--- config.mk ---
export PLATFORM = sky130hd
export DESIGN_NAME = regfile
export DESIGN_NICKNAME = d
export VERILOG_FILES = /design/src/logic/riscv_pkg.sv /design/src/logic/regfile.sv
export VERILOG_INCLUDE_DIRS = /design/src /design/src/include
export SDC_FILE = /design/constraint.sdc
export NUM_CORES = 1
export LEC_CHECK = 0
export BUFFER_PORTS_ARGS = -buffer_cell sky130_fd_sc_hd__buf_4
export CAP_MARGIN = 20
export CORE_MARGIN = 3
export CORE_UTILIZATION = 55
export CTS_CLUSTER_DIAMETER = 50
export DETAILED_ROUTE_END_ITERATION = 16
export PLACE_DENSITY_LB_ADDON = 0.1
export SLEW_MARGIN = 20
export SYNTH_ARGS = -nofsm -noshare
export SYNTH_HDL_FRONTEND = slang
export SYNTH_SLANG_ARGS = --single-unit
--- constraint.sdc ---
create_clock -name clk_i -period 6.4 [get_ports clk_i]
set_input_delay 0.96 -clock clk_i [delete_from_list [all_inputs] [get_ports clk_i]]
set_output_delay 0.96 -clock clk_i [all_outputs]
set_load 0.05 [all_outputs]
--- src/include/riscv_defs.svh ---
`ifndef RISCV_DEFS_SVH
`define RISCV_DEFS_SVH

`define XLEN        32
`define RESET_PC    32'h0000_0000
`define IMEM_DEPTH  256
`define IMEM_AW     8
`define DMEM_DEPTH  64
`define DMEM_AW     6

// major opcodes, instr[6:0]
`define OPC_OP      7'b0110011
`define OPC_OP_IMM  7'b0010011
`define OPC_LUI     7'b0110111
`define OPC_AUIPC   7'b0010111
`define OPC_LOAD    7'b0000011
`define OPC_STORE   7'b0100011
`define OPC_BRANCH  7'b1100011
`define OPC_JAL     7'b1101111
`define OPC_JALR    7'b1100111
`define OPC_SYSTEM  7'b1110011

`define F3_CSRRW    3'b001
`define F3_SR       3'b101
`define F3_BEQ      3'b000
`define F3_BNE      3'b001
`define F3_BLT      3'b100
`define F3_BGE      3'b101
`define F3_BLTU     3'b110
`define F3_BGEU     3'b111

`define CSR_TOHOST  12'h51e
`define NOP_INSTR   32'h0000_0013

// alu op is {instr[30], funct3}, pass-b uses a free code
`define ALU_ADD     4'b0000
`define ALU_SUB     4'b1000
`define ALU_SLL     4'b0001
`define ALU_SLT     4'b0010
`define ALU_SLTU    4'b0011
`define ALU_XOR     4'b0100
`define ALU_SRL     4'b0101
`define ALU_SRA     4'b1101
`define ALU_OR      4'b0110
`define ALU_AND     4'b0111
`define ALU_PASSB   4'b1111

`define WB_ALU      2'd0
`define WB_MEM      2'd1
`define WB_PC4      2'd2
`define WB_NONE     2'd3

`endif

--- src/logic/riscv_pkg.sv ---
`include "riscv_defs.svh"

package riscv_pkg;

    typedef logic [`XLEN-1:0]    word_t;      // data, address, instruction
    typedef logic [4:0]          reg_addr_t;
    typedef logic [`IMEM_AW-1:0] imem_addr_t; // word index for program load
    typedef logic [`DMEM_AW-1:0] dmem_addr_t;
    typedef logic [2:0]          funct3_t;
    typedef logic [3:0]          alu_op_t;
    typedef logic [1:0]          wb_sel_t;

    // execute to writeback register contents
    typedef struct packed {
        logic      valid;
        reg_addr_t rd;
        wb_sel_t   wb_sel;
        word_t     alu;      // also carries the csr write value
        word_t     pc_plus4;
    } ex_wb_t;

endpackage

--- src/logic/regfile.sv ---
`timescale 1ns/1ps

module regfile (
    input  logic                  clk_i,
    input  riscv_pkg::reg_addr_t  rs1_i,
    input  riscv_pkg::reg_addr_t  rs2_i,
    output riscv_pkg::word_t      rs1_data_o,
    output riscv_pkg::word_t      rs2_data_o,
    input  logic                  we_i,
    input  riscv_pkg::reg_addr_t  rd_i,
    input  riscv_pkg::word_t      rd_data_i
);
    import riscv_pkg::*;

    word_t regs [32];

    // x0 reads zero and a same-cycle write is bypassed
    function automatic word_t read_port(input reg_addr_t addr);
        if (addr == 5'd0)
            return '0;
        else if (we_i && rd_i == addr)
            return rd_data_i;
        else
            return regs[addr];
    endfunction

    always_comb begin
        rs1_data_o = read_port(rs1_i);
        rs2_data_o = read_port(rs2_i);
    end

    always_ff @(posedge clk_i) begin
        if (we_i && rd_i != 5'd0)
            regs[rd_i] <= rd_data_i;
    end

endmodule

## After elaboration in Yosys (flattened, before gate mapping)

Memories as Yosys holds them, arrays and structs flattened.
Index checks and enable logic that the tools add are counted.

- Bits in writable memories: 1,024
- Memories: 1
- Bits of input ports: 49
- Output and inout port bits: 64
- Register bits after elaboration: 0
- Logic and storage cells: 15

Memories:

| name | depth | bits a word | read ports | clocked after Yosys merged registers in | write ports | RTL line | source |
|---|---|---|---|---|---|---|---|
| regs | 32 | 32 | 2 | 0 | 1 | regfile.sv:15 | `word_t regs [32];` |

- Equal/unequal tests: 2
- Reductions and logical operators: 6
- Muxes and demuxes: 6

Operators with widths:

| operator | count |
|---|---|
| 2-to-1 mux 32 bit | 4 |
| equality test 5 bit | 2 |
| logical NOT 5 bit | 2 |
| nonzero test 5 bit | 1 |
| logical AND 1 bit | 3 |
| 2-to-1 mux 1 bit | 2 |

## Logic depth before layout (Yosys ltp)

- Depth after elaboration: 4
- Mapped depth: 10
- Mapped depth without buffers: 5

## Least setup slack after synthesis

OpenSTA, ideal clock, no wires.

- Kind: in2out
- Start: in rs2_i[0]
- End: out rs2_data_o[31]
- Path buffers: 3
- Path slack: 1,772 ps
- Arrival: 3,668 ps
- Required time: 5,440 ps
- Cell stages on the path: 8
- Cells stage by stage: buf_6 > buf_12 > or3b_4 > buf_6 > o22ai_1 > a211o_1 > a21oi_1 > o41ai_1

- Word-level cells in the longest chain between the ends: 4

RTL lines:

| what | RTL line | source |
|---|---|---|
| start: declaration | regfile.sv:6 | `input riscv_pkg::reg_addr_t rs2_i,` |
| branches (longest 3 deep; another with memory read (32 x 32 bit)) | - |  |
| 2-to-1 mux 32 bit (*) | regfile.sv:19 | `if (addr == 5'd0)` |
| end: declaration | regfile.sv:8 | `output riscv_pkg::word_t rs2_data_o,` |

Every way passes the cells marked *.

## Worst setup path in the final report

- Start: in rs1_i[0]
- End: out rs1_data_o[18]

- Word-level cells in the longest chain between the ends: 4

RTL lines:

| what | RTL line | source |
|---|---|---|
| start: declaration | regfile.sv:5 | `input riscv_pkg::reg_addr_t rs1_i,` |
| branches (longest 3 deep; another with memory read (32 x 32 bit)) | - |  |
| 2-to-1 mux 32 bit (*) | regfile.sv:19 |  |
| end: declaration | regfile.sv:7 | `output riscv_pkg::word_t rs1_data_o,` |

Marks and branches as above.

==> impl_metrics.toml <==
[outcome]
status = "complete, no violations"

[die]
initial_core_util = 0.559
die-height_um = 301
die_x_um = 301
num_rows = 107
ios = 113
core_area_um2 = 85800
die_area_um2 = 90800

[worst_hold_path]
holdPathStages = 1
min_path_type = "in2reg"

[clocking]
cts_made_buffers = 116
clockBufferDepth = 3
clock-sinks = 1024
cts_setup_buffers = 0
ctsHoldBuffers = 0
cts_root_buffer = "clkbuf_16"
path_clk_slew_ns = 0.06
htreeDepth = 3
tritoncts = "done"
cts_resized = 0

[critical_path]
critPathMaxFanout = 65
path_cells = "buf_8 > xnor2_1 > nand4_1 > nor3_4 > buf_4 > a22oi_1 > o21ai_0 > buf_4"
cp.arrival_ns = 4.25
cp-end-kind = "primary output"
path_class = "in2out"
crit_top_cell = "buf_4"
worstPathRequired_ns = 5.44
crit_slowest_cell = "nor3_4"
crit_path_max_incr_delay_ns = 0.71
start_kind = "input pin"

[timing]
tns_ns = 0
fmaxAchievable_mhz = 192
setup_viol = 0
rsz0062_at_grt = "false"
finalMaxSlewViolations = 0
period_needed_ns = 5.21
hold_viol_final = 0
worst_pin_slew_ns = 1.18
slew_headroom = 0.213
fin_crit_sh = 0.813

[pwr]
p_total_mw = 15.9
combPwrFrac = 0.102
ir_worst_vdd_uv = 244
internal-power_mw = 12.0
p_sw_mw = 3.89
cellPowerDensity_nw_per_um2 = 291
power.leakage_nw = 17.8
sw_frac_of_total = 0.245
power.share.sequential = 0.474
clkPwrFrac = 0.424

[routing]
drtPass1Iterations = 6
drtAntennaViolNets = 0
routed_wl_mm = 157
dr_total_vias = 29600
first_iter_violations = 4790
drc_errors = 0
routed_via_density = 7.53
wl_met1_mm = 59.3
wl_met2_mm = 70.9
dr.max_layer_used = "met5"
avgRoutedWirePerCell_um = 39.9
wl_met3_mm = 21.1

[synthesis]
synth_area_leader_cell = "edfxtp_1"
yosysSeqAreaShare = 0.641
avgSynthCellArea_um2 = 19.0
postSynthCellCount = 2524
synth_most_common_cell = "edfxtp_1"
synth_edf_count = 1024
synth_common_cells = "edfxtp_1, mux4_2, mux2i_1"
ys_ff_latch = 1024
synth.top_cell.area_share = 0.641
synthesis.area_um2 = 48000
synth_warnings = 0
synthFlopType = "edfxtp_1"
synth_cell_types = 59
synth_area_leaders = "edfxtp_1, mux4_2, mux2i_1"
async_flop_share = 0

[placement]
routabilityCongestion = 0.875
hpwlAfterDp_mm = 94.6
portBuffers = 112

[cells_and_area]
syn2layout_area_growth_pct = 13.9
top_regs = "regs: 1024 flops"
drive_gt1_frac = 0.318
largest-register = "regs"
num-nets-final = 2738
nFillCells = 5881
largest_reg_flops = 1024

[global_route]
grt_start_max_net_pins = 72
grt-ovfl-total = 0
grt_use_total = 0.348
antenna_found_initial = 16
grt_first_pass_wirelength_mm = 222
first_global_vias = 29500

[run]
cap_violations = 0
==> per-layer routing <==
layer  global-route usage  vias to the layer above
met1                0.511                    15600
met2                0.518                     2376
li1                     -                    11300
met3               0.0855                      395
met5                    0                        -
met4                0.119                       12
==> cell usage in the layout, fill, tap and decap left out, drive strengths merged, types with 10 or more instances in the layout <==
| cell type | n |
|---|---|
| nor3 | 14 |
| mux2i | 209 |
| a221oi | 35 |
| a22o | 43 |
| bufinv | 14 |
| a22oi | 69 |
| o22ai | 38 |
| a21o | 13 |
| clkbuf | 137 |
| mux4 | 418 |
| mux2 | 31 |
| a211oi | 14 |
| buf | 222 |
| edfxtp | 1024 |
| clkinvlp | 13 |
| clkinv | 48 |
| nand3 | 11 |
| o31ai | 11 |
| o21ai | 38 |
| o221ai | 29 |
| a21oi | 30 |
| xnor2 | 10 |
| a2111oi | 26 |
| nor2b | 16 |
| conb | 32 |
| nand2 | 62 |
| nor2 | 78 |
==> cell families (layout without fill, tap and decap cells) <==
logic type                count (synthesis)  count (layout)  synth area share
xor gates and xnor gates                 10              10           0.00183
AOI/OAI and AO/OA                       398             398            0.0625
buffers and inverters                   209             440            0.0244
other                                     1              38         0.0000782
DFF                                    1024            1024             0.641
and+or+nand+nor                         224             224            0.0221
muxes                                   658             658             0.248
==> per-stage QoR <==
stage          cells  setup WS [ns]   util  hold WS (ns)  instance area, um^2
2_1_floorplan   2555           1.77      -          1.06                48100
6_report        3936           1.19  0.636         0.674                54600
3_5_place_dp    3713           1.28  0.590          1.39                50700
5_1_grt         3930           1.12  0.636         0.679                54600
4_1_cts         3928           1.27  0.635         0.643                54500
3_3_place_gp    3699          0.688  0.586          1.37                50300
==> path summary, 6_finish.rpt <==
kind / startpoint / to / slack (ns)
max: rs1_i[0] / rs1_data_o[18] / 1.19
min: rd_data_i[30] / regs[28][30] / 0.67
==> power groups by stage <==
stage / logic [mW] / registers [mW] / clock network, mW
finish: 1.62 / 7.52 / 6.74
global route: 1.68 / 7.53 / 7.06
CTS: 1.60 / 7.52 / 6.77
detailed placement: 1.59 / 7.66 / 0
global placement: 1.57 / 7.65 / 0
floorplan: 1.00 / 7.65 / 0
==> critical path, delay by kind of cell <==
family / cells / cell delay, ns
xor+xnor: 1 / 0.31
simple gates: 2 / 1.14
buf+inv: 3 / 1.20
compound gates: 2 / 0.51
==> final cells by class <==
| class | count | area, um^2 | area share |
|---|---|---|---|
| sequential | 1024 | 30700 | 0.563 |
| multi-input combinational | 1322 | 16400 | 0.301 |
| clock buffer | 136 | 3000 | 0.0549 |
| timing repair buffer | 223 | 2070 | 0.0379 |
| tap | 1144 | 1430 | 0.0262 |
| clock inverter | 79 | 875 | 0.0160 |
| antenna | 6 | 15.0 | 0.000275 |
| inverter | 2 | 7.51 | 0.000138 |
(Power assumes the default switching activity.)
