### src/include/riscv_defs.svh
`ifndef RISCV_DEFS_SVH
`define RISCV_DEFS_SVH

`define XLEN        32
`define RESET_PC    32'h0000_0000
`define IMEM_DEPTH  256
`define IMEM_AW     8
`define DMEM_DEPTH  64
`define DMEM_AW     6

// major opcodes, instr[6:0]
`define OPC_OP      7'b0110011
`define OPC_OP_IMM  7'b0010011
`define OPC_LUI     7'b0110111
`define OPC_AUIPC   7'b0010111
`define OPC_LOAD    7'b0000011
`define OPC_STORE   7'b0100011
`define OPC_BRANCH  7'b1100011
`define OPC_JAL     7'b1101111
`define OPC_JALR    7'b1100111
`define OPC_SYSTEM  7'b1110011

`define F3_CSRRW    3'b001
`define F3_SR       3'b101
`define F3_BEQ      3'b000
`define F3_BNE      3'b001
`define F3_BLT      3'b100
`define F3_BGE      3'b101
`define F3_BLTU     3'b110
`define F3_BGEU     3'b111

`define CSR_TOHOST  12'h51e
`define NOP_INSTR   32'h0000_0013

// alu op is {instr[30], funct3}, pass-b uses a free code
`define ALU_ADD     4'b0000
`define ALU_SUB     4'b1000
`define ALU_SLL     4'b0001
`define ALU_SLT     4'b0010
`define ALU_SLTU    4'b0011
`define ALU_XOR     4'b0100
`define ALU_SRL     4'b0101
`define ALU_SRA     4'b1101
`define ALU_OR      4'b0110
`define ALU_AND     4'b0111
`define ALU_PASSB   4'b1111

`define WB_ALU      2'd0
`define WB_MEM      2'd1
`define WB_PC4      2'd2
`define WB_NONE     2'd3

`endif

### src/logic/riscv_pkg.sv
`include "riscv_defs.svh"

package riscv_pkg;

    typedef logic [`XLEN-1:0]    word_t;      // data, address, instruction
    typedef logic [4:0]          reg_addr_t;
    typedef logic [`IMEM_AW-1:0] imem_addr_t; // word index for program load
    typedef logic [`DMEM_AW-1:0] dmem_addr_t;
    typedef logic [2:0]          funct3_t;
    typedef logic [3:0]          alu_op_t;
    typedef logic [1:0]          wb_sel_t;

    // execute to writeback register contents
    typedef struct packed {
        logic      valid;
        reg_addr_t rd;
        wb_sel_t   wb_sel;
        word_t     alu;      // also carries the csr write value
        word_t     pc_plus4;
    } ex_wb_t;

endpackage

### src/logic/writeback_stage.sv
`timescale 1ns/1ps
`include "riscv_defs.svh"

module writeback_stage (
    input  logic                  clk_i,
    input  logic                  rst_i,
    input  riscv_pkg::ex_wb_t     ex_wb_i,
    input  riscv_pkg::dmem_addr_t dmem_addr_i,
    input  riscv_pkg::word_t      dmem_wdata_i,
    input  logic                  dmem_we_i,
    input  logic                  csr_write_i,
    output logic                  rf_we_o,
    output riscv_pkg::reg_addr_t  rf_rd_o,
    output riscv_pkg::word_t      rf_data_o,
    output riscv_pkg::word_t      csr_o
);
    import riscv_pkg::*;

    word_t dmem [`DMEM_DEPTH];
    word_t load_data; // valid in the WB cycle of the load
    word_t csr_q;

    always_ff @(posedge clk_i) begin
        if (dmem_we_i)
            dmem[dmem_addr_i] <= dmem_wdata_i;
        load_data <= dmem[dmem_addr_i];
    end

    always_comb begin
        case (ex_wb_i.wb_sel)
            `WB_MEM: rf_data_o = load_data;
            `WB_PC4: rf_data_o = ex_wb_i.pc_plus4; // link value
            default: rf_data_o = ex_wb_i.alu;
        endcase
    end

    assign rf_we_o = ex_wb_i.valid && ex_wb_i.rd != 5'd0 && ex_wb_i.wb_sel != `WB_NONE;
    assign rf_rd_o = ex_wb_i.rd;

    always_ff @(posedge clk_i) begin
        if (rst_i)
            csr_q <= '0;
        else if (csr_write_i)
            csr_q <= ex_wb_i.alu; // rs1 value passed through EX
    end

    assign csr_o = csr_q;

endmodule

### config.mk
export PLATFORM = sky130hd
export DESIGN_NAME = writeback_stage
export DESIGN_NICKNAME = d
export VERILOG_FILES = /design/src/logic/riscv_pkg.sv /design/src/logic/writeback_stage.sv
export VERILOG_INCLUDE_DIRS = /design/src /design/src/include
export SDC_FILE = /design/constraint.sdc
export NUM_CORES = 2
export LEC_CHECK = 0
export BUFFER_PORTS_ARGS = -buffer_cell sky130_fd_sc_hd__buf_2
export CORE_MARGIN = 2
export CORE_UTILIZATION = 40
export CTS_BUF_LIST = sky130_fd_sc_hd__clkbuf_2
export DETAILED_ROUTE_END_ITERATION = 12
export GPL_ROUTABILITY_DRIVEN = 0
export SLEW_MARGIN = 40
export SYNTH_ARGS = -nofsm -noshare
export SYNTH_HDL_FRONTEND = slang
export SYNTH_SLANG_ARGS = --single-unit
### constraint.sdc
create_clock -name clk_i -period 4.4 [get_ports clk_i]
set_clock_uncertainty 0.1 [all_clocks]
set_input_delay 0.44 -clock clk_i [delete_from_list [all_inputs] [get_ports clk_i]]
set_output_delay 0.44 -clock clk_i [all_outputs]
set_load 0.01 [all_outputs]
# Word-level counts from Yosys, hierarchy flattened
# Memories as Yosys holds them, arrays and structs flattened. A register that Yosys moved wholly into a read port is not among the register bits.
# Cells that the tools add are included.
dict set report totals {
  ff_bits 32
  mem_bits_rw 2048
  inputBits 114
  wordCells 11
  n_memories 1
}
dict set report classes {
  n_eq_ne 3
  n_mux 3
  reduce_logical 3
}
# memory words width read_ports rd_ports_with_merged_regs write_ports line
set memory_table {}
lappend memory_table {dmem 64 32 1 1 1 writeback_stage.sv:19} ;# word_t dmem [`DMEM_DEPTH];
# operator count
set op_table {}
lappend op_table {{one-hot mux 32 bit (2 select lines)} 1}
lappend op_table {{nonzero test 5 bit} 1}
lappend op_table {{equality test 2 x 1 -> 1 bit, second input constant} 1}
lappend op_table {{equality test 2 bit, second input constant} 1}
lappend op_table {{logical AND 1 bit} 2}
lappend op_table {{2-to-1 mux 1 bit} 2}
lappend op_table {{!= test 2 bit, second input constant} 1}

# Longest topological paths before layout
dict set report depth {
  word_depth 3
  ltp_mapped 12
  mapped_depth_nobuf 6
}

# Least setup slack after synthesis
# Ideal clock, no wire load.
dict set report synth_timing {
  kind {in2reg}
  from {in dmem_addr_i[2]}
  to {mem dmem[15][0] (netlist name) (enable)}
  setup_ps 421
  arrival_time_ps 3352
  path_slack_ps 527
  cell_stages 10
  path_cell_list {buf_4 -> buf_6 -> buf_6 -> buf_4 -> buf_4 -> buf_2 -> buf_2 -> buf_4 -> nand3_1 -> nor2_1}
}
# item line
set synth_lines {}
lappend synth_lines {{from (decl)} writeback_stage.sv:8} ;# input riscv_pkg::dmem_addr_t dmem_addr_i,
lappend synth_lines {{to (decl)} writeback_stage.sv:19}
# Straight into the memory's write port.

# Worst setup path after layout
dict set report layout_timing {
  from {reg load_data[8] (read register of dmem)}
  to {out rf_data_o[8]}
}
dict set report layout_between {
  elab_chain_len 1
}
# item line
set layout_lines {}
lappend layout_lines {{from (decl)} writeback_stage.sv:20} ;# word_t load_data;
lappend layout_lines {{one-hot mux 32 bit (2 select lines)} writeback_stage.sv:30} ;# case (ex_wb_i.wb_sel)
lappend layout_lines {{to (decl)} writeback_stage.sv:14} ;# output riscv_pkg::word_t rf_data_o,
# No other way between the ends.

==> summary.md <==
| Metric | Value |
|---|---|
| Area Growth Syn to Fin | `16.5%` |
| 1st-iter DRT viols | `7077` |
| DP Cell Count | `7328` |
| H-tree levels | `6` |
| Post-DP HPWL | `154 mm` |
| Yosys top cell area share | `76.5%` |
| Gates resized, CTS repair | `0` |
| Synth Register Bits | `2112` |
| All-Layer GR Usage | `25.1%` |
| Commonest cells after routing, fill and taps aside | `edfxtp_1, clkbuf_2, a221oi_1` |
| Flop pwr share | `58.9%` |
| Logic pwr share | `7.6%` |
| RSZ-0062 raised after global routing | `no` |
| Tmin final | `3.72 ns` |
| CTS tree | `done` |
| Antenna violations before repair | `19` |
| Post-DP Area | `86400 um2` |
| Critical path type | `flip-flop to output pin` |
| Drt drc | `0` |
| Die area | `205000 um2` |
| Fraction of registers with async set/reset | `0%` |
| Finished Cell Area | `93700 um2` |
| Most common cell after layout, fill and taps aside | `edfxtp_1` |
| Final hold violations | `0` |
| Met1 Usage GRT | `32.9%` |
| Synthesized area | `80400 um2` |
| Crit path DAT | `3.18 ns` |
| Fraction of layout cells with a size suffix above 1 | `27.2%` |
| Die H | `452 um` |
| Setup Fix Bufs, Post-CTS | `0` |
| Final #Nets | `5592` |
| Finished Core Util | `46.9%` |
| Worst hold slack | `0.164 ns` |
| Worst-Margin Slew | `1.29 ns` |
| Port Buf Inserts | `183` |
| Largest net degree at the start of global routing | `114` |
| Clock Power Share | `33.6%` |
| Main flop type after synthesis | `edfxtp_1` |
| # rows | `164` |
| Vias in the first global route | `49703` |
| Clk slew on worst S/H paths | `0.10 ns` |
| Met3 Track Usage GR | `6.72%` |
| First-pass iteration count of the detailed router | `6` |
| P_leak | `31.3 nW` |
| Slew HR | `14.3%` |
| Worst endpoint required time | `3.86 ns` |
| Setup TNS | `0 ns` |
| Hold Buf Count CTS | `251` |
| Global-route wire length before repair | `366 mm` |
| Fmax | `268 MHz` |
| Initial core utilization | `40.3%` |
| Synth Instances | `4568` |
| Post-synthesis sequential area ratio | `78.1%` |
| Library cells used by synthesis | `60` |
| Busiest grt layer | `met2` |
| YS warnings | `0` |
| Vias per cell | `5.97` |
| CTS Buffer Depth | `4` |
| Drt total wl | `261 mm` |
| Mean post-synth cell area | `17.6 um2` |
| Status | `finished clean` |
| Grt total ovfl | `0` |
| Max IR drop VDD | `0.221 mV` |
| DR vias | `50533` |
| Global routing usage on met2 | `38.9%` |
| CORE AREA | `200000 um2` |
| Max Cap Viol | `0` |
| Net Sw Frac | `25.8%` |
| Routed Antenna Nets | `0` |
| Routed length per placed instance | `30.9 um` |
| Clk sinks | `2112` |
| Largest cells by area after synthesis | `edfxtp_1, a221oi_1, mux2i_1` |
| Num CTS Buffers | `540` |
| Hold Crit Class | `primary input to flip-flop` |
| Post-Syn Nets | `4685` |
| Crit path max fanout | `1` |
| I/O pin total | `184` |
| Post-Layout Cell Count | `8464` |
| Startpoint types | `flip-flop` |
| Setup violators final | `0` |
| Cell accounting for the most synthesized area | `edfxtp_1` |
| Pwr/cell area | `406 nW/um2` |
| Die width | `452 um` |
| CTS root buf | `clkbuf_2` |
| Final period util | `84.7%` |
| Internal Pwr Total | `28.2 mW` |
| Final Slew Violations | `0` |
| Crit end category | `output pin` |
| FF-to-FF setup slack | `1.57 ns` |
| NetSw | `9.79 mW` |
| Clk Latency, worst-skew pair | `1.84 ns` |
| EDFF count, synth | `2048` |
critical path, stage by stage, from the launching register on:
cell and delay [ns]:
dfxtp_1 0.48, a22oi_1 0.14, o21ai_0 0.52, buf_2 0.25
path summary, 6_finish.rpt:
| path | startpoint | end | depth (start not counted) |
|---|---|---|---|
| hold reg to reg | dmem[57][21]$_DFFE_PP_ | load_data[21]$_DFF_P_ | 4 |
| hold / removal | dmem_wdata_i[18] | dmem[35][18]$_DFFE_PP_ | 4 |
| setup / recovery | load_data[8]$_DFF_P_ | rf_data_o[8] | 3 |
| setup reg to reg | dmem[59][16]$_DFFE_PP_ | load_data[16]$_DFF_P_ | 5 |
final cells by class:
class                      instances  area [um2]
antenna                           12        30.0
clock buffer                     790        3950
clock inverter                    73         444
fill                           17127      106000
inverter                           5        30.0
multi-input combinational       2095       16600
sequential                      2112       62800
tap                             2656        3320
timing repair buffer             721        6490
per-stage QoR:
step	setup slack, ns	power, mW
after floorplan	0.527	23.9
final	0.675	38.0
after detailed placement	0.362	25.4
after global routing	0.520	39.3
after global placement	0.347	25.4
after CTS	0.640	38.1
layer usage:
| layer | vias to the layer above | part of all wire (%) |
|---|---|---|
| met5 | - | 0.016 |
| met1 | 25721 | 38 |
| met4 | 6 | 4.6 |
| li1 | 21025 | - |
| met2 | 3192 | 47 |
| met3 | 589 | 11 |
Yosys cell counts (all sizes together) (10+ instances only):
master and count:
o22a 26, a211oi 13, nand2 99, a221oi 461
o22ai 80, nand4 26, edfxtp 2048, nand3 21
o21ai 226, a31oi 34, mux4 78, clkbuf 179
mux2 91, a22o 10, mux2i 224, or4 14
and3 41, nor2 305, a22oi 163, a311oi 15
o21a 13, dfxtp 64, buf 177, a21oi 69
power by group through the flow:
| stage | clock, mW | combinational (mW) | sequential [mW] |
|---|---|---|---|
| final | 12.8 | 2.88 | 22.4 |
| after global routing | 14.0 | 3.00 | 22.4 |
| after CTS | 12.9 | 2.82 | 22.4 |
| after detailed placement | 0 | 2.57 | 22.8 |
| after global placement | 0 | 2.53 | 22.8 |
| after floorplan | 0 | 1.20 | 22.7 |
logic make-up (layout without fill, tap and decap cells):
logic type	after synthesis	count (layout)	synth area share, %
DFF	2112	2112	78.1
AOI/OAI and AO/OA	1150	1150	10.5
and+or+nand+nor	549	549	3.04
muxes	393	393	6.25
buffers and inverters	361	1589	2.05
adders and majority gates	3	3	0.0467
other	0	12	0
sequential cells by signal, summed over array words and instances, names as in the netlist:
signal and flops:
dmem 2048, csr_o 32, load_data 32
Note: power is estimated with default switching activity, not from simulation.
