$ cat config.mk
export PLATFORM = sky130hd
export DESIGN_NAME = decode_stage_flat
export DESIGN_NICKNAME = d
export VERILOG_FILES = /design/src/logic/riscv_pkg.sv /design/src/logic/id_ex_if.sv /design/src/logic/decode_stage.sv /design/src/flat_wrapper.sv
export VERILOG_INCLUDE_DIRS = /design/src /design/src/include
export SDC_FILE = /design/constraint.sdc
export NUM_CORES = 1
export LEC_CHECK = 0
export BUFFER_PORTS_ARGS = -buffer_cell sky130_fd_sc_hd__buf_2
export CORE_AREA = 2 2 131 133
export CTS_CLUSTER_SIZE = 12
export DETAILED_ROUTE_END_ITERATION = 8
export DIE_AREA = 0 0 133 135
export SLEW_MARGIN = 0
export SYNTH_ARGS = -nofsm -noshare
export SYNTH_HDL_FRONTEND = slang
export SYNTH_SLANG_ARGS = --single-unit
$ cat constraint.sdc
create_clock -name clk_i -period 3.55 [get_ports clk_i]
set_input_delay 0.71 -clock clk_i [delete_from_list [all_inputs] [get_ports clk_i]]
set_output_delay 0.71 -clock clk_i [all_outputs]
set_load 0.1 [all_outputs]
$ cat src/include/riscv_defs.svh
`ifndef RISCV_DEFS_SVH
`define RISCV_DEFS_SVH

`define XLEN        32
`define RESET_PC    32'h0000_0000
`define IMEM_DEPTH  256
`define IMEM_AW     8
`define DMEM_DEPTH  64
`define DMEM_AW     6

// major opcodes, instr[6:0]
`define OPC_OP      7'b0110011
`define OPC_OP_IMM  7'b0010011
`define OPC_LUI     7'b0110111
`define OPC_AUIPC   7'b0010111
`define OPC_LOAD    7'b0000011
`define OPC_STORE   7'b0100011
`define OPC_BRANCH  7'b1100011
`define OPC_JAL     7'b1101111
`define OPC_JALR    7'b1100111
`define OPC_SYSTEM  7'b1110011

`define F3_CSRRW    3'b001
`define F3_SR       3'b101
`define F3_BEQ      3'b000
`define F3_BNE      3'b001
`define F3_BLT      3'b100
`define F3_BGE      3'b101
`define F3_BLTU     3'b110
`define F3_BGEU     3'b111

`define CSR_TOHOST  12'h51e
`define NOP_INSTR   32'h0000_0013

// alu op is {instr[30], funct3}, pass-b uses a free code
`define ALU_ADD     4'b0000
`define ALU_SUB     4'b1000
`define ALU_SLL     4'b0001
`define ALU_SLT     4'b0010
`define ALU_SLTU    4'b0011
`define ALU_XOR     4'b0100
`define ALU_SRL     4'b0101
`define ALU_SRA     4'b1101
`define ALU_OR      4'b0110
`define ALU_AND     4'b0111
`define ALU_PASSB   4'b1111

`define WB_ALU      2'd0
`define WB_MEM      2'd1
`define WB_PC4      2'd2
`define WB_NONE     2'd3

`endif

$ cat src/logic/riscv_pkg.sv
`include "riscv_defs.svh"

package riscv_pkg;

    typedef logic [`XLEN-1:0]    word_t;      // data, address, instruction
    typedef logic [4:0]          reg_addr_t;
    typedef logic [`IMEM_AW-1:0] imem_addr_t; // word index for program load
    typedef logic [`DMEM_AW-1:0] dmem_addr_t;
    typedef logic [2:0]          funct3_t;
    typedef logic [3:0]          alu_op_t;
    typedef logic [1:0]          wb_sel_t;

    // execute to writeback register contents
    typedef struct packed {
        logic      valid;
        reg_addr_t rd;
        wb_sel_t   wb_sel;
        word_t     alu;      // also carries the csr write value
        word_t     pc_plus4;
    } ex_wb_t;

endpackage

$ cat src/logic/id_ex_if.sv
`timescale 1ns/1ps

interface id_ex_if;
    import riscv_pkg::*;

    logic      valid;
    word_t     pc;
    word_t     pc_plus4;
    reg_addr_t rs1;
    word_t     rs1_data;
    reg_addr_t rs2;
    word_t     rs2_data;
    reg_addr_t rd;
    word_t     imm;
    alu_op_t   alu_op;
    logic      a_is_pc;  // alu operand a from pc instead of rs1
    logic      b_is_imm; // alu operand b from imm instead of rs2
    logic      is_branch;
    logic      is_jal;
    logic      is_jalr;
    funct3_t   funct3;
    logic      mem_write;
    logic      is_csr_write;
    wb_sel_t   wb_sel;

    modport producer (output valid, pc, pc_plus4, rs1, rs1_data, rs2, rs2_data, rd, imm,
                      alu_op, a_is_pc, b_is_imm, is_branch, is_jal, is_jalr, funct3,
                      mem_write, is_csr_write, wb_sel);
    modport consumer (input valid, pc, pc_plus4, rs1, rs1_data, rs2, rs2_data, rd, imm,
                      alu_op, a_is_pc, b_is_imm, is_branch, is_jal, is_jalr, funct3,
                      mem_write, is_csr_write, wb_sel);

endinterface

$ cat src/logic/decode_stage.sv
`timescale 1ns/1ps
`include "riscv_defs.svh"

module decode_stage (
    input  logic                  clk_i,
    input  logic                  rst_i,
    input  riscv_pkg::word_t      instr_i,
    input  riscv_pkg::word_t      pc_i,
    input  logic                  instr_valid_i,
    input  logic                  redirect_i,
    output riscv_pkg::reg_addr_t  rs1_o,
    output riscv_pkg::reg_addr_t  rs2_o,
    input  riscv_pkg::word_t      rs1_data_i,
    input  riscv_pkg::word_t      rs2_data_i,
    id_ex_if.producer             ex
);
    import riscv_pkg::*;

    logic [6:0] opcode;
    reg_addr_t  rd;
    funct3_t    funct3;
    word_t      imm;
    alu_op_t    alu_op;
    logic       a_is_pc;
    logic       b_is_imm;
    logic       is_branch;
    logic       is_jal;
    logic       is_jalr;
    logic       mem_write;
    logic       is_csr_write;
    wb_sel_t    wb_sel;

    assign opcode = instr_i[6:0];
    assign rd     = instr_i[11:7];
    assign funct3 = instr_i[14:12];
    assign rs1_o  = instr_i[19:15];
    assign rs2_o  = instr_i[24:20];

    always_comb begin
        imm          = '0;
        alu_op       = `ALU_ADD;
        a_is_pc      = 1'b0;
        b_is_imm     = 1'b1;
        is_branch    = 1'b0;
        is_jal       = 1'b0;
        is_jalr      = 1'b0;
        mem_write    = 1'b0;
        is_csr_write = 1'b0;
        wb_sel       = `WB_NONE; // unknown opcodes retire as no-op
        case (opcode)
            `OPC_OP: begin
                alu_op   = {instr_i[30], funct3};
                b_is_imm = 1'b0;
                wb_sel   = `WB_ALU;
            end
            `OPC_OP_IMM: begin
                imm    = {{20{instr_i[31]}}, instr_i[31:20]};
                alu_op = {instr_i[30] & (funct3 == `F3_SR), funct3}; // only srai has bit 30
                wb_sel = `WB_ALU;
            end
            `OPC_LUI: begin
                imm    = {instr_i[31:12], 12'b0};
                alu_op = `ALU_PASSB;
                wb_sel = `WB_ALU;
            end
            `OPC_AUIPC: begin
                imm     = {instr_i[31:12], 12'b0};
                a_is_pc = 1'b1;
                wb_sel  = `WB_ALU;
            end
            `OPC_LOAD: begin
                imm    = {{20{instr_i[31]}}, instr_i[31:20]};
                wb_sel = `WB_MEM; // always a full word
            end
            `OPC_STORE: begin
                imm       = {{20{instr_i[31]}}, instr_i[31:25], instr_i[11:7]};
                mem_write = 1'b1;
            end
            `OPC_BRANCH: begin
                imm       = {{19{instr_i[31]}}, instr_i[31], instr_i[7], instr_i[30:25],
                             instr_i[11:8], 1'b0};
                is_branch = 1'b1;
            end
            `OPC_JAL: begin
                imm    = {{11{instr_i[31]}}, instr_i[31], instr_i[19:12], instr_i[20],
                          instr_i[30:21], 1'b0};
                is_jal = 1'b1;
                wb_sel = `WB_PC4;
            end
            `OPC_JALR: begin
                imm     = {{20{instr_i[31]}}, instr_i[31:20]};
                is_jalr = 1'b1;
                wb_sel  = `WB_PC4;
            end
            `OPC_SYSTEM: begin
                // csrw to tohost, rs1 + 0 passes through the alu
                is_csr_write = (funct3 == `F3_CSRRW) && (instr_i[31:20] == `CSR_TOHOST);
            end
            default: ;
        endcase
    end

    always_ff @(posedge clk_i) begin
        if (rst_i || redirect_i)
            ex.valid <= 1'b0; // squash wrong-path instruction
        else
            ex.valid <= instr_valid_i;
        ex.pc           <= pc_i;
        ex.pc_plus4     <= pc_i + 32'd4;
        ex.rs1          <= rs1_o;
        ex.rs1_data     <= rs1_data_i;
        ex.rs2          <= rs2_o;
        ex.rs2_data     <= rs2_data_i;
        ex.rd           <= rd;
        ex.imm          <= imm;
        ex.alu_op       <= alu_op;
        ex.a_is_pc      <= a_is_pc;
        ex.b_is_imm     <= b_is_imm;
        ex.is_branch    <= is_branch;
        ex.is_jal       <= is_jal;
        ex.is_jalr      <= is_jalr;
        ex.funct3       <= funct3;
        ex.mem_write    <= mem_write;
        ex.is_csr_write <= is_csr_write;
        ex.wb_sel       <= wb_sel;
    end

endmodule

$ cat src/flat_wrapper.sv
// flat-port wrapper written by rule: the top's interface ports become plain ports
module decode_stage_flat import riscv_pkg::*;
  (clk_i, rst_i, instr_i, pc_i, instr_valid_i, redirect_i, rs1_o, rs2_o, rs1_data_i, rs2_data_i, ex_valid, ex_pc, ex_pc_plus4, ex_rs1, ex_rs1_data, ex_rs2, ex_rs2_data, ex_rd, ex_imm, ex_alu_op, ex_a_is_pc, ex_b_is_imm, ex_is_branch, ex_is_jal, ex_is_jalr, ex_funct3, ex_mem_write, ex_is_csr_write, ex_wb_sel);
  id_ex_if ex_i ();
  input  logic clk_i;
  input  logic rst_i;
  input  riscv_pkg::word_t instr_i;
  input  riscv_pkg::word_t pc_i;
  input  logic instr_valid_i;
  input  logic redirect_i;
  output riscv_pkg::reg_addr_t rs1_o;
  output riscv_pkg::reg_addr_t rs2_o;
  input  riscv_pkg::word_t rs1_data_i;
  input  riscv_pkg::word_t rs2_data_i;
  output wire logic [$bits(ex_i.valid)-1:0] ex_valid;
  output wire logic [$bits(ex_i.pc)-1:0] ex_pc;
  output wire logic [$bits(ex_i.pc_plus4)-1:0] ex_pc_plus4;
  output wire logic [$bits(ex_i.rs1)-1:0] ex_rs1;
  output wire logic [$bits(ex_i.rs1_data)-1:0] ex_rs1_data;
  output wire logic [$bits(ex_i.rs2)-1:0] ex_rs2;
  output wire logic [$bits(ex_i.rs2_data)-1:0] ex_rs2_data;
  output wire logic [$bits(ex_i.rd)-1:0] ex_rd;
  output wire logic [$bits(ex_i.imm)-1:0] ex_imm;
  output wire logic [$bits(ex_i.alu_op)-1:0] ex_alu_op;
  output wire logic [$bits(ex_i.a_is_pc)-1:0] ex_a_is_pc;
  output wire logic [$bits(ex_i.b_is_imm)-1:0] ex_b_is_imm;
  output wire logic [$bits(ex_i.is_branch)-1:0] ex_is_branch;
  output wire logic [$bits(ex_i.is_jal)-1:0] ex_is_jal;
  output wire logic [$bits(ex_i.is_jalr)-1:0] ex_is_jalr;
  output wire logic [$bits(ex_i.funct3)-1:0] ex_funct3;
  output wire logic [$bits(ex_i.mem_write)-1:0] ex_mem_write;
  output wire logic [$bits(ex_i.is_csr_write)-1:0] ex_is_csr_write;
  output wire logic [$bits(ex_i.wb_sel)-1:0] ex_wb_sel;
  assign ex_valid = ex_i.valid;
  assign ex_pc = ex_i.pc;
  assign ex_pc_plus4 = ex_i.pc_plus4;
  assign ex_rs1 = ex_i.rs1;
  assign ex_rs1_data = ex_i.rs1_data;
  assign ex_rs2 = ex_i.rs2;
  assign ex_rs2_data = ex_i.rs2_data;
  assign ex_rd = ex_i.rd;
  assign ex_imm = ex_i.imm;
  assign ex_alu_op = ex_i.alu_op;
  assign ex_a_is_pc = ex_i.a_is_pc;
  assign ex_b_is_imm = ex_i.b_is_imm;
  assign ex_is_branch = ex_i.is_branch;
  assign ex_is_jal = ex_i.is_jal;
  assign ex_is_jalr = ex_i.is_jalr;
  assign ex_funct3 = ex_i.funct3;
  assign ex_mem_write = ex_i.mem_write;
  assign ex_is_csr_write = ex_i.is_csr_write;
  assign ex_wb_sel = ex_i.wb_sel;
  decode_stage u_core (.clk_i(clk_i), .rst_i(rst_i), .instr_i(instr_i), .pc_i(pc_i), .instr_valid_i(instr_valid_i), .redirect_i(redirect_i), .rs1_o(rs1_o), .rs2_o(rs2_o), .rs1_data_i(rs1_data_i), .rs2_data_i(rs2_data_i), .ex(ex_i));
endmodule
After elaboration in Yosys (flattened, before gate mapping)
Index checks and enable logic that the tools add are counted.
{"block": "word_totals", "register_bits": 192, "wordCells": 49, "n_memories": 0, "out_inout_bits": 202, "in_bits": 132, "mem_bits_rw": 0, "latchBits": 0, "romBits": 0}
{"block": "op_classes", "n_bitwise": 1, "shifts": 0, "reduce_logical": 6, "addsub": 1, "div": 0, "multipliers": 0, "order_cmp": 0, "n_eq_ne": 13, "mux": 9}
{"cell": "$pmux 32 s5", "count": 1}
{"cell": "$add 32x3->32 const B", "count": 1}
{"cell": "$eq 7x7->1 const B", "count": 4}
{"cell": "$eq 7x6->1 const B", "count": 3}
{"cell": "$eq 7x5->1 const B", "count": 2}
{"cell": "$eq 12x11->1 const B", "count": 1}
{"cell": "$pmux 4 s3", "count": 1}
{"cell": "$eq 7x2->1 const B", "count": 1}
{"cell": "$mux 1", "count": 6}
{"cell": "$pmux 2 s3", "count": 1}
{"cell": "$reduce_or 2->1", "count": 2}
{"cell": "$reduce_or 4->1", "count": 1}
{"cell": "$eq 3x1->1 const B", "count": 1}
{"cell": "$eq 3x3->1 const B", "count": 1}
{"cell": "$reduce_or 3->1", "count": 1}
{"cell": "$and 1x1->1", "count": 1}
{"cell": "$logic_and 1x1->1", "count": 1}
{"cell": "$logic_or 1x1->1", "count": 1}

Depth between registers and ports, before layout
{"block": "depth", "word_depth": 3, "ltp_mapped": 6}

Worst setup path after synthesis
Ideal clock, no wire load.
{"block": "synth_timing", "path_kind": "reg-to-output", "from": "register, netlist name u_core.ex.pc[0]", "to": "output ex_pc_plus4[0]", "setup_slack_ps": 1484, "path_stages_with_launch": 2, "arrival_time_ps": 1356, "t_required_ps": 2840, "cell_sequence": "dfxtp_1 buf_4"}
{"item": "end, declared", "line": "flat_wrapper.sv:17", "source": "output wire logic [$bits(ex_i.pc_plus4)-1:0] ex_pc_plus4;"}

Final worst setup path
{"block": "layout_timing", "from": "input instr_i[20]", "to": "output rs2_o[0]"}
{"item": "start, declared", "line": "flat_wrapper.sv:7", "source": "input riscv_pkg::word_t instr_i;"}
{"item": "end, declared", "line": "flat_wrapper.sv:12", "source": "output riscv_pkg::reg_addr_t rs2_o;"}
No word-level cell between the ends.

==> PnR_summary.wiki <==
{| class="wikitable"
! Metric !! Value
|-
| Result of the run || complete, no violations
|-
| Register clock-pin slew on the reported worst setup and hold paths || about 70 ps
|-
| Achievable clock frequency || 497 MHz
|-
| Critical setup path kind || input pin to output port
|-
| Routed Wire Length || 15.2 mm
|-
| Part of the power in registers || 0.440
|-
| Net count after synthesis || 511
|-
| Clock share of power || 0.354
|-
| RSZ-0062 raised after global routing || no
|-
| Data required, critical path || ~2800 ps
|-
| Length of the first detailed-routing pass in iterations || 4
|-
| Power dissipated by switching net loads || between 1.5 and 2 mW
|-
| Cell with the biggest individual delay on the critical path || buf_2
|-
| Worst IR drop on VDD || about 0.31 mV
|-
| CP Buf/Inv Count || 2
|-
| Async S/R FF share, synth || 0
|-
| Number of unique standard cell types used by synthesis || 44
|-
| Final Hold Vio Count || 0
|-
| H-tree depth reported by CTS || 4
|-
| Setup TNS Final || 0 ps
|-
| Final non-filler cell area || about 7500 um2
|-
| Deepest clock path buffer count || 2
|-
| Initial standard-cell utilization of the core || 0.312
|-
| Arrival @ worst endpoint || between 1000 and 1500 ps
|-
| Non-Filler Instances || 946
|-
| Combined area of all synthesized cells || approximately 5000 um2
|-
| Placed wire-length estimate || 12.2 mm
|-
| DP Area || approximately 7000 um2
|-
| Leftover overflow at the end of global routing || 0
|-
| Cell total after placement || 914
|-
| Routability-driven placement congestion ratio || around 0.85
|-
| Least-Margin Pin Slew || about 630 ps
|-
| Core Box Area || 16400 um2
|-
| Via count || roughly 4000
|-
| Commonest cells in the netlist || 190 x dfxtp_1, 25 x xnor2_1, 19 x a21o_1
|-
| Quantity of gates resized following cts || 0
|-
| Post-detailed-route wirelength per cell || roughly 16 um
|-
| Switch share || 0.353
|-
| Number of top-level pins || about 330
|-
| Number of enable-type register cells in the synthesized netlist || 0
|-
| Max-slew violations || 0
|-
| Commonest register cell after synthesis || dfxtp_1
|-
| Remaining design rule violation count || 0
|-
| Comb pwr share || 0.206
|-
| Worst hold path class || input pin to register
|-
| Most used cell, CP || buf_2
|-
| Number of endpoints failing setup at the final stage || 0
|-
| Power per unit of standard cell area || a little under 700 nW/um2
|-
| Final Net Count || 846
|-
| Syn Area/Cell || 13.6 um2
|-
| Cts hold-fix bufs || 0
|-
| Count of port buffers added during placement || 333
|-
| Seq/Total Area, Yosys || 0.742
|-
| Crit path cell chain || buf_2 -> buf_2
|-
| Most common cell in the synthesized netlist || dfxtp_1
|-
| Area of the die || approximately 18000 um2
|-
| Overall track demand over capacity in global routing || 0.163
|-
| Height of the die || approximately 140 um
|-
| TritonCTS clock tree || done
|-
| Yosys top cell by area || dfxtp_1
|-
| Max cap viols || 0
|-
| Minimum clock period after layout || slightly above 2000 ps
|-
| Post-synthesis to final-layout area growth || 46.6%
|-
| Relative slew slack || 0.576
|-
| Die extent in x || approximately 130 um
|-
| Number of synthesis warnings || 0
|-
| Largest driver fanout on the critical path || 6
|-
| Number of DRC markers in iteration 0 || roughly 150
|-
| Pin count of the biggest net entering global routing || 20
|-
| Fraction of synthesized cell area taken by the top area cell type || 0.742
|-
| Portion of the clock cycle consumed by the worst path in the final layout || 0.567
|-
| CP delay by family, top || buffers and inverters
|-
| Final core utilization || 0.458
|-
| Root Driver || clkbuf_16
|-
| Mapped Cells || roughly 380
|-
| Count of nets left with antenna violations after detail routing || 0
|-
| Postcts setup bufs || 0
|-
| Min-Delay Startpoint || pc_i[1]
|-
| Vias in the first global route || 4073
|-
| Critical path startpoint category || input pin
|-
| Via density || 4.29
|-
| Critical path origin || instr_i[20]
|-
| Global-route wire length before repair || ~22 mm
|-
| Cell Rows || 47
|-
| Number of CTS-inserted buffers || 17
|-
| Diodes inserted || 0
|-
| Internal Power || around 3.3 mW
|-
| Lkg Pwr || 3.77 nW
|-
| Layout cell share with drive strength beyond 1 || 0.519
|-
| Hold_ws || roughly 380 ps
|-
| Worst setup EP type || output port
|-
| Antenna violations before repair || 0
|-
| Ranking of synthesized cells by area || dfxtp_1 74%, xnor2_1 4.3%, a21o_1 2.8%, buf_4 1.9%, nand3_1 1.5%
|-
| Number of storage elements in the synthesis netlist || 190
|-
| Largest incremental delay on the critical path || 440 ps
|-
| Clock Sink Count || 190
|-
| Count of fill cells added during filler insertion || 1531
|}
## per-layer routing
metal | up-vias | wire (um) | track usage
met5 | - | 0 | 0
met4 | 0 | 392 | 0.0747
met3 | 26 | 1290 | 0.0567
met2 | 207 | 7790 | 0.284
met1 | 1892 | 5730 | 0.181
li1 | 1936 | - | -
## power groups by stage
stage                     registers (mW)  logic (mW)  clock network [mW]
after detailed placement            2.30        1.06                   0
after floorplan                     3.02       0.119                   0
after global routing                2.26        1.08                1.96
after global placement              2.30        1.05                   0
final                               2.25        1.06                1.81
after CTS                           2.25        1.06                1.86
## flip-flops by register name (all words and copies together), names as in the netlist
| signal | count |
|---|---|
| u_core.ex.b_is_imm | 1 |
| u_core.ex.rs1_data | 32 |
| u_core.ex.a_is_pc | 1 |
| u_core.ex.pc_plus4 | 30 |
| u_core.ex.rs2_data | 32 |
| u_core.ex.pc | 32 |
| u_core.ex.is_csr_write | 1 |
| u_core.ex.rs1 | 5 |
| u_core.ex.is_branch | 1 |
| u_core.ex.wb_sel | 2 |
| u_core.ex.is_jal | 1 |
| u_core.ex.rs2 | 5 |
| u_core.ex.alu_op | 4 |
| u_core.ex.mem_write | 1 |
| u_core.ex.valid | 1 |
| u_core.ex.imm | 32 |
| u_core.ex.funct3 | 3 |
| u_core.ex.rd | 5 |
| u_core.ex.is_jalr | 1 |
## worst paths after layout
path                 endpoint  cells past startpoint
max                  rs2_o[0]                      2
min   u_core.ex.pc[1]$_DFF_P_                      1
## stage by stage
step	worst slack (ps)	total power, mW
2_1_floorplan	1480	3.14
6_report	1540	5.12
5_1_grt	1520	5.30
3_5_place_dp	1370	3.36
4_1_cts	1530	5.17
3_3_place_gp	1490	3.35
## logic make-up (layout without fill, tap and decap cells)
logic type / after synthesis / in the layout / synth area share
compound gates: 36 / 36 / 0.0540
xor+xnor: 28 / 28 / 0.0479
fa+ha+maj: 1 / 1 / 0.00244
buf+inv: 21 / 369 / 0.0281
simple gates: 102 / 102 / 0.125
flops: 190 / 190 / 0.742
## cells in the final DEF (no fill, tap or decap), drive strengths merged
cell        n
a21boi      1
a21o       19
a21oi       7
a221o       1
a22o        4
a32o        1
and2        3
and3        5
and3b       2
and4        2
buf       333
clkbuf     17
clkinv      7
clkinvlp    1
dfxtp     190
ha          1
inv        11
nand2      15
nand2b      5
nand3      15
nand3b      3
nand4      11
nand4b      2
nor2       16
nor2b       6
nor3        4
nor3b       2
nor4        4
nor4bb      2
o21a        1
o21ai       1
o22ai       1
or2         1
or3         3
or3b        1
xnor2      25
xor2        3
## layout make-up
cell class	count	area [um2]	area share
clock buffer	17	425	0.0566
clock inverter	15	150	0.0200
inverter	4	15.0	0.00200
multi-input combinational	167	1180	0.157
sequential	190	3800	0.506
tap	220	275	0.0366
timing repair buffer	333	1670	0.222
Power figures use the tool's default switching activity.
